[src/include/mem_subsys_config.svh]
`ifndef MEM_SUBSYS_CONFIG_SVH
`define MEM_SUBSYS_CONFIG_SVH

// Byte address of the first word of the RAM window
`define RAM_BASE 32'h8000_0000

// Default RAM size in 32-bit words
`define RAM_DEPTH 1024

// Byte offset within the window where instruction fetch stops being legal.
// Sits at the middle of the default window.
`define RAM_XN_OFFSET (`RAM_DEPTH * 2)

`endif

[src/hdl/mem_pkg.sv]
package mem_pkg;

	// Request as presented by the core.
	// A request with no strobes set is a read.
	typedef struct packed {
		// Instruction fetch flag
		logic        instr;
		logic [31:0] addr;
		logic [31:0] wdata;
		logic [3:0]  strb;
	} mem_req_t;

	// Response, valid in the cycle where the enable is high and stall is low
	typedef struct packed {
		logic [31:0] rdata;
		// Slave answered SLVERR or DECERR
		logic        error;
	} mem_rsp_t;

endpackage

[src/hdl/axi_lite_pkg.sv]
package axi_lite_pkg;

	// Response codes shared by B and R
	typedef enum logic [1:0] {
		OKAY   = 2'b00,
		EXOKAY = 2'b01,
		SLVERR = 2'b10,
		DECERR = 2'b11
	} axi_resp_e;

	// AxPROT bit 2 marks an instruction access
	localparam logic [2:0] PROT_INSTR = 3'b100;
	localparam logic [2:0] PROT_DATA  = 3'b000;

	// Write address channel
	typedef struct packed {
		logic [31:0] addr;
		logic [2:0]  prot;
	} axi_aw_t;

	// Write data channel
	typedef struct packed {
		logic [31:0] data;
		logic [3:0]  strb;
	} axi_w_t;

	// Write response channel
	typedef struct packed {
		axi_resp_e resp;
	} axi_b_t;

	// Read address channel
	typedef struct packed {
		logic [31:0] addr;
		logic [2:0]  prot;
	} axi_ar_t;

	// Read data channel
	typedef struct packed {
		logic [31:0] data;
		axi_resp_e   resp;
	} axi_r_t;

endpackage

[src/hdl/sram_axi_adapter.sv]
`timescale 1ns/1ns

module sram_axi_adapter (
	input  logic                  g_clk,
	input  logic                  g_resetn,

	// Core side
	input  logic                  mem_cen,
	input  mem_pkg::mem_req_t     mem_req,
	output logic                  mem_stall,
	output mem_pkg::mem_rsp_t     mem_rsp,

	// AXI4-Lite master
	output logic                  aw_valid,
	input  logic                  aw_ready,
	output axi_lite_pkg::axi_aw_t aw,

	output logic                  w_valid,
	input  logic                  w_ready,
	output axi_lite_pkg::axi_w_t  w,

	input  logic                  b_valid,
	output logic                  b_ready,
	input  axi_lite_pkg::axi_b_t  b,

	output logic                  ar_valid,
	input  logic                  ar_ready,
	output axi_lite_pkg::axi_ar_t ar,

	input  logic                  r_valid,
	output logic                  r_ready,
	input  axi_lite_pkg::axi_r_t  r
);
	logic       is_write;
	logic [2:0] prot;
	logic       rsp_seen;
	logic       xfer_done;

	// Handshake already seen for the current request
	logic ack_aw;
	logic ack_w;
	logic ack_ar;

	assign is_write = |mem_req.strb;
	assign prot = mem_req.instr ? axi_lite_pkg::PROT_INSTR : axi_lite_pkg::PROT_DATA;

	// Each valid falls once its own handshake is done
	assign aw_valid = mem_cen && is_write && !ack_aw;
	assign w_valid  = mem_cen && is_write && !ack_w;
	assign ar_valid = mem_cen && !is_write && !ack_ar;

	assign aw.addr = mem_req.addr;
	assign aw.prot = prot;
	assign w.data  = mem_req.wdata;
	assign w.strb  = mem_req.strb;
	assign ar.addr = mem_req.addr;
	assign ar.prot = prot;

	assign b_ready = mem_cen && is_write;
	// Read responses are never held off
	assign r_ready = 1'b1;

	// Response path is purely combinational
	assign rsp_seen  = is_write ? b_valid : r_valid;
	assign mem_stall = !rsp_seen;
	assign xfer_done = mem_cen && rsp_seen;

	assign mem_rsp.rdata = r.data;
	always_comb begin
		if (is_write) begin
			mem_rsp.error = (b.resp == axi_lite_pkg::SLVERR) ||
				(b.resp == axi_lite_pkg::DECERR);
		end else begin
			mem_rsp.error = (r.resp == axi_lite_pkg::SLVERR) ||
				(r.resp == axi_lite_pkg::DECERR);
		end
	end

	// Flags drop at completion so the next request can start right away
	always_ff @(posedge g_clk) begin
		if (!g_resetn) begin
			ack_aw <= 1'b0;
			ack_w  <= 1'b0;
			ack_ar <= 1'b0;
		end else if (!mem_cen || xfer_done) begin
			ack_aw <= 1'b0;
			ack_w  <= 1'b0;
			ack_ar <= 1'b0;
		end else begin
			if (aw_valid && aw_ready)
				ack_aw <= 1'b1;
			if (w_valid && w_ready)
				ack_w <= 1'b1;
			if (ar_valid && ar_ready)
				ack_ar <= 1'b1;
		end
	end

endmodule

[config.mk]
export PLATFORM = sky130hd
export DESIGN_NAME = sram_axi_adapter
export DESIGN_NICKNAME = d
export VERILOG_FILES = /design/src/include/mem_subsys_config.svh /design/src/hdl/mem_pkg.sv /design/src/hdl/axi_lite_pkg.sv /design/src/hdl/sram_axi_adapter.sv
export SDC_FILE = /design/constraint.sdc
export NUM_CORES = 1
export LEC_CHECK = 0
export BUFFER_PORTS_ARGS = -buffer_cell sky130_fd_sc_hd__buf_2
export CAP_MARGIN = 25
export CORE_AREA = 4 4 98 100
export CTS_CLUSTER_DIAMETER = 200
export DETAILED_ROUTE_END_ITERATION = 8
export DIE_AREA = 0 0 102 104
export PLACE_DENSITY = 0.5
export SETUP_SLACK_MARGIN = 0.3
export SYNTH_ARGS = -nofsm -noshare
export SYNTH_HDL_FRONTEND = slang
export SYNTH_SLANG_ARGS = --single-unit
[constraint.sdc]
create_clock -name g_clk -period 2.76 [get_ports g_clk]
set_input_delay 0.828 -clock g_clk [delete_from_list [all_inputs] [get_ports g_clk]]
set_output_delay 0.828 -clock g_clk [all_outputs]
set_load 0.01 [all_outputs]
==> results.md, run 1 <==
- The CTS root buffer is clkbuf_8.
- Entering global routing, the biggest net connects 7 pins.
- The slack of the worst reg-to-reg path is 2.04 ns.
- For this run, the register share of the synthesized area comes to 0.0480.
- Of the available clock period, the critical path in the final layout requires 0.978.
- The share of total power dissipated in combinational logic is 0.214.
- The global placement routability congestion is 0.690.
- The maximum resistive drop on vdd is 76.2 µV.
- STA puts the critical path data arrival time at 1.87 ns.
- The starting DRC count in detailed routing is 2.
- The clock period could shrink to 2.70 ns.
- The number of antenna violations at the first check in global routing was 0.
- The min-delay analysis places its worst path in the category flip-flop to flip-flop.
- Of the total power, the share spent switching nets is 0.251.
- Summed over all nets, the switching power comes to 0.0000561 W.
- The peak fanout along the critical path is 6.
- The number of antenna diodes in the final layout is 0.
- The synthesized design contains 3 register bits.
- The first global-routing pass estimated 2.72 mm of wire.
- In the global route stage, overall resource usage came out at 0.0347.
- The total clock buffers created by CTS is 3.
- The number of failing setup endpoints in the final timing report is 0.
- The total leakage power is 0.236 nW.
- The mapped cell area is 0.00125 mm².
- The number of I/O pins is 258.
- The count of warnings emitted by yosys is 0.
- TritonCTS built the clock tree.
- Counting flops with an async set or reset pin after synthesis yields a share of 0.
- For the worst setup path, the data required time is 1.93 ns.
- The final max-slew violation count is 0.
- The floorplan has 34 rows.
- The fraction of final layout cells sized beyond drive strength 1 is 0.571.
- Ranked by total cell area, the synthesized netlist is headed by buf_4 (83%), dfxtp_1 (4.8%), o211ai_1 (1.8%).
- The first TritonRoute pass finished after 4 iterations.
- The count of vias placed by the detailed router is 467.
- Compared with the post-synthesis result, the final layout area differs by -53.4%.
- Based on the critical path, the design can be clocked at up to 370 MHz.
- The remaining antenna violation count is 0.
- The overall die height is 104 µm.
- The via count of the first global-routing pass was 465.
- The total overflow left after global routing is 0.
- The clock tree skew after final layout is 0 ns.
- The maximum level of the CTS H-tree is 1.
- Dividing the detail-routed wire length by the instance count gives 12.0 µm.
- The worst setup path category is input pin to output port.
- After synthesis, the netlist uses 13 different library cells.
- STA classifies the critical path endpoint as an output port.
- In the synthesized netlist, the cells that appear most often are buf_4 (139), nand2_1 (5), a21oi_1 (4).
- Walking the worst path, the cells encountered are buf_6 > or4_4 > nor3b_4 > buf_2.
- The post-layout worst setup margin is 0.0598 ns.
- The die span in x is 102 µm.
- No sink is reached through more buffers than the 2 on the longest clock path.
- The share of the synthesized area in the top cell type is 0.834.
- The power per unit of standard cell area is 383 mW/mm².
- The number of max-capacitance violations reported is 0.
- The element type at the critical path start is an input pin.
- Internal power comes to 0.000167 W.
- Setup repair after global routing could not meet its margin everywhere.
- After routing the design area is 583 µm².
- The count of unresolved DRC violations after routing is 0.
- At the end of the flow, the number of nets in the layout was 177.
- In this run, synthesis inferred 0 flip-flops with an integrated enable.
- The dominant cell by count in the synthesized netlist is buf_4.
- The number of placed instances with taps included is 164.
- The largest individual stage delay along the critical path comes from the cell or4_4.
- Of the total power, registers draw 0.204.
- Clock tree synthesis found a total of 3 sinks.
- Prior to clock tree synthesis, the placed netlist has a worst setup slack of 0.0252 ns.
- The detailed-placement wirelength estimate is 1.68 mm.
- Of all cell types, the one taking the most synthesized area is buf_4.
- For this design, the CTS-stage hold fixing added 0 buffers.
- Clock-pin slew was measured on the worst setup and hold paths at 0.03 ns.
- In this design, the stage delay of the slowest critical-path cell is 0.61 ns.
- The die area is 0.0106 mm².
- The worst hold path passes through 2 cells.
- The region available for standard cell placement spans 0.00868 mm².
- The number of hold-slack violations in the final timing report came to 0.
- Summed over all failing endpoints, the final setup total negative slack is 0 ns.
- After synthesis, the mean cell area works out to 7.40 µm².
- The latest clock arrival within the worst-skew pair is 0.22 ns.
- The effective utilization at floorplan is 0.144.
- The count of mapped cells out of synthesis is 169.
- The placed instances occupy a cell area of 475 µm².
- The flow ran to the end, and the final reports show no timing, DRC or antenna violations.
- The number of vias per cell is 2.73.
- The clock network power share is 0.582.
- Summed over all layers, the routed wires come to 2.06 mm.
- The core occupancy in the finished layout is 0.0672.
- After the flow finishes, the layout carries non-filler instances totaling 171.
- The count of input and output buffers is 23.
- The primary flip-flop cell chosen by synthesis mapping is dfxtp_1.
- The worst register-to-register path has a depth of 2.
state kept, by name, indices dropped and copies added (netlist names):
register / cells
ack_ar: 1
ack_w: 1
ack_aw: 1
layout by cell type, fill, tap and decap left out:
| cell type | Yosys | final |
|---|---|---|
| o211ai_1 | 3 | 3 |
| inv_2 | 0 | 1 |
| buf_6 | 1 | 4 |
| nand3_1 | 3 | 3 |
| nor3b_4 | 0 | 1 |
| buf_2 | 0 | 19 |
| a21oi_1 | 4 | 3 |
| dfxtp_1 | 3 | 3 |
| nor2_4 | 0 | 1 |
| buf_4 | 139 | 4 |
| nor4_1 | 1 | 1 |
| clkbuf_1 | 0 | 1 |
| conb_1 | 2 | 5 |
| nand2_1 | 5 | 4 |
| or4_4 | 1 | 1 |
| inv_1 | 3 | 2 |
| nor2_1 | 3 | 2 |
| clkbuf_8 | 0 | 3 |
| nand2_4 | 0 | 1 |
| a21oi_2 | 0 | 1 |
power groups by stage:
stage | clock (W) | sequential, W | combinational [W]
after floorplan | 0 | 0.0000457 | 0.000222
after global placement | 0 | 0.0000459 | 0.0000394
after detailed placement | 0 | 0.0000459 | 0.0000395
after CTS | 0.000131 | 0.0000453 | 0.0000459
after global routing | 0.000136 | 0.0000458 | 0.0000528
final | 0.000130 | 0.0000456 | 0.0000477
final timing paths:
kind                            start                   to
hold reg to reg   ack_aw$_SDFFE_PP0P_  ack_aw$_SDFFE_PP0P_
setup / recovery           mem_req[0]             ar_valid
setup reg to reg  ack_ar$_SDFFE_PP0P_  ack_ar$_SDFFE_PP0P_
hold / removal    ack_aw$_SDFFE_PP0P_  ack_aw$_SDFFE_PP0P_
kinds of logic after synthesis:
| logic type | share of synthesized area |
|---|---|
| AOI/OAI and AO/OA | 0.0340 |
| buffers and inverters | 0.852 |
| DFF | 0.0480 |
| other | 0.00600 |
| and+or+nand+nor | 0.0600 |
through the flow:
stage,total power (W),hold WS [ns]
floorplan,0.000268,0.460
global placement,0.0000853,0.482
detailed placement,0.0000854,0.487
CTS,0.000222,0.490
global route,0.000235,0.528
finish,0.000223,0.494
critical path: cells and delay by family:
kind	cells	cell delay, ns
simple gates	2	0.80
buf+inv	2	0.24
metal layers:
metal | GRT usage | part of all wire | vias up
met1 | 0.0160 | 0.17 | 181
li1 | - | - | 162
met5 | 0 | 0 | -
met3 | 0.0349 | 0.26 | 47
met2 | 0.0450 | 0.44 | 77
met4 | 0.0637 | 0.14 | 0
area by class of cell:
class | instances | area [µm²]
well taps | 108 | 135
repair buffers | 27 | 170
inverters | 3 | 11.3
multi-input cells | 26 | 161
fillers | 1028 | 8100
flip-flops and latches | 3 | 60.1
clock buffers | 4 | 45.0
what timing repair did:
| action | in CTS | in global routing |
|---|---|---|
| cloned | 0 | 0 |
| buffers inserted | 3 | 0 |
| setup endpoints to repair | 6 | 6 |
| pin swaps | 3 | 2 |
| gates resized for setup | 5 | 3 |
(Power assumes the default switching activity.)
==> run 2: changes to the inputs <==
--- a/config.mk
+++ b/config.mk
@@ -8,6 +8,7 @@
 export BUFFER_PORTS_ARGS = -buffer_cell sky130_fd_sc_hd__buf_2
 export CAP_MARGIN = 25
 export CORE_AREA = 4 4 98 100
+export CTS_BUF_LIST = sky130_fd_sc_hd__clkbuf_4 sky130_fd_sc_hd__clkbuf_8
 export CTS_CLUSTER_DIAMETER = 200
 export DETAILED_ROUTE_END_ITERATION = 8
 export DIE_AREA = 0 0 102 104
==> results.md, run 2 (synthesis gave the netlist of run 1 again) <==
- The clock tree skew after final layout came to 0 ns (unchanged).
- The overall routed net length was 2.05 mm (about the same).
- The number of antenna violations at the first check in global routing came to 0 (unchanged).
- The worst setup path is of the input pin to output port kind.
- The cell count of the worst hold path is 2 (unchanged).
- The count of unresolved DRC violations after routing is 0 (unchanged).
- The effective utilization at floorplan is 0.144 (unchanged).
- The pin count of the biggest net entering global routing is 7 (unchanged).
- The core outline area is 0.00868 mm² (unchanged).
- The maximum resistive drop on vdd came to 76.3 µV (about the same).
- The sum of overflow across all layers after global routing is 0 (unchanged).
- The detailed-placement wirelength estimate is 1.68 mm (unchanged).
- The setup TNS after final layout was 0 ns (unchanged).
- The power per unit of standard cell area was 397 mW/mm² (+3.7%).
- The most common cell after layout, fill and taps aside is buf_2.
- The number of placed instances with taps included came to 164 (unchanged).
- Leaving out fill and tap cells, the most frequent cells in the layout are buf_2 (19), conb_1 (5), nand2_1 (4), buf_6 (4), buf_4 (4).
- The register area is 60.1 µm² (unchanged).
- The final max-slew violation count is 0 (unchanged).
- The count of input and output buffers is 23 (unchanged).
- The count of inserted antenna diode cells is 0 (unchanged).
- The fraction of final layout cells sized beyond drive strength 1 is 0.587 (+0.0159).
- The maximum level of the CTS H-tree came to 1 (unchanged).
- The number of non-filler instances in the completed layout is 171 (unchanged).
- The worst setup path is captured at an output port.
- The row count is 34 (unchanged).
- The number of nets in the layout is 177 (unchanged).
- The number of vias per cell is 2.73 (unchanged).
- The total area of multi-input combinational cells is 161 µm² (unchanged).
- The clock period minus final worst setup slack came to 2.70 ns (+0.000136 ns).
- The wire length of the first global-routing pass was 2.72 mm (unchanged).
- The relative area change from synthesis to final layout is -53.1%.
- In the final layout, the registers with the most flip-flops are ack_ar (1), ack_aw (1), ack_w (1).
- The remaining antenna violation count is 0 (unchanged).
- The maximum operating frequency came to 370 MHz (about the same).
- The count of fill cells added during filler insertion is 1028 (unchanged).
- The number of failing setup endpoints in the final timing report was 0 (unchanged).
- The via count of the first global-routing pass is 465 (unchanged).
- The run finished with clean final reports.
- The element type at the critical path start is an input pin.
- The total leakage power came to 0.239 nW (+1.4%).
- The buffer levels on the longest clock path is 2 (unchanged).
- The CTS root buffer is clkbuf_8.
- The number of hold-slack violations in the final timing report came to 0 (unchanged).
- The logic depth of the worst register-to-register path is 2 (unchanged).
- The global placement routability congestion is 0.690 (unchanged).
- The type of the tightest min-delay check is flip-flop to flip-flop.
- The starting DRC count in detailed routing is 1 (-1).
- The detailed-routing iteration count for the pre-antenna-repair pass came to 4 (unchanged).
- The final cycle utilization of the critical path came to 0.978 (about the same).
- The peak fanout along the critical path is 6 (unchanged).
- The overall routing resource usage came to 0.0347 (unchanged).
- The post-place setup slack was 0.0252 ns (unchanged).
- The die span in x came to 102 µm (unchanged).
- The final routed wire length divided by cell count is 12.0 µm (about the same).
- The post-layout worst setup margin was 0.0597 ns (-0.000136 ns).
- The data required time at the worst endpoint is 1.93 ns (about the same).
- The sink count of the clock tree came to 3 (unchanged).
- The die area came to 0.0106 mm² (unchanged).
- The total clock buffers created by CTS is 3 (unchanged).
- The clock transition time at the flip-flop clock pins of the worst setup and hold paths is 0.03 ns (about the same).
- Setup repair after global routing could not meet its margin everywhere.
- The number of I/O pins is 258 (unchanged).
- The number of max-capacitance violations reported is 0 (unchanged).
- The count of vias placed by the detailed router is 467 (unchanged).
- The latest clock arrival within the worst-skew pair is 0.22 ns (about the same).
- The overall die height was 104 µm (unchanged).
- TritonCTS built the clock tree.
- The signal arrival time at the worst endpoint was 1.87 ns (about the same).
==> run 2: report_power, final <==
part | switching (W) | internal (W) | total [W]
clock network | 0.0000314 | 0.000108 | 0.000140
registers | 0.000000922 | 0.0000446 | 0.0000456
logic | 0.0000239 | 0.0000238 | 0.0000477
total | 0.0000562 | 0.000177 | 0.000233
==> run 2: final timing paths <==
| kind | startpoint | end | slack (ns) |
|---|---|---|---|
| worst max-delay path | mem_req[0] | ar_valid | 0.06 |
| worst max register to register | ack_ar$_SDFFE_PP0P_ | ack_ar$_SDFFE_PP0P_ | 2.04 |
| worst min-delay path | ack_aw$_SDFFE_PP0P_ | ack_aw$_SDFFE_PP0P_ | 0.49 |
| worst min register to register | ack_aw$_SDFFE_PP0P_ | ack_aw$_SDFFE_PP0P_ | 0.49 |
==> run 2: final cells by class <==
cell class	instances	share of cell area
timing repair buffer	27	0.290
clock buffer	4	0.0832
tap	108	0.230
sequential	3	0.102
inverter	3	0.0192
multi-input combinational	26	0.275
==> run 2: worst max-delay path, cell delays in order <==
cell,delay (ns)
buf_6,0.09
or4_4,0.61
nor3b_4,0.19
buf_2,0.15
==> run 2: per-layer routing <==
| layer | routed length, µm | GRT usage | vias up | share of wire |
|---|---|---|---|---|
| li1 | - | - | 162 | - |
| met1 | 342 | 0.0160 | 181 | 0.17 |
| met2 | 898 | 0.0450 | 77 | 0.44 |
| met3 | 525 | 0.0349 | 47 | 0.26 |
| met4 | 287 | 0.0637 | 0 | 0.14 |
| met5 | 0 | 0 | - | 0 |
==> run 2: timing repair <==
item / CTS / global route
pin swaps: 3 / 2
hold buffers: 0 / 0
buffers inserted: 3 / 0
endpoints found under the setup margin: 6 / 6
resized for setup: 5 / 3
==> run 2: stage by stage <==
stage               hold WS, ns  power (W)  instance area [µm²]  utilization
floorplan                 0.460   0.000268                 1270            -
global placement          0.482  0.0000853                  475       0.0548
detailed placement        0.487  0.0000854                  475       0.0548
CTS                       0.490   0.000232                  573       0.0660
global route              0.528   0.000245                  587       0.0676
finish                    0.494   0.000233                  587       0.0676
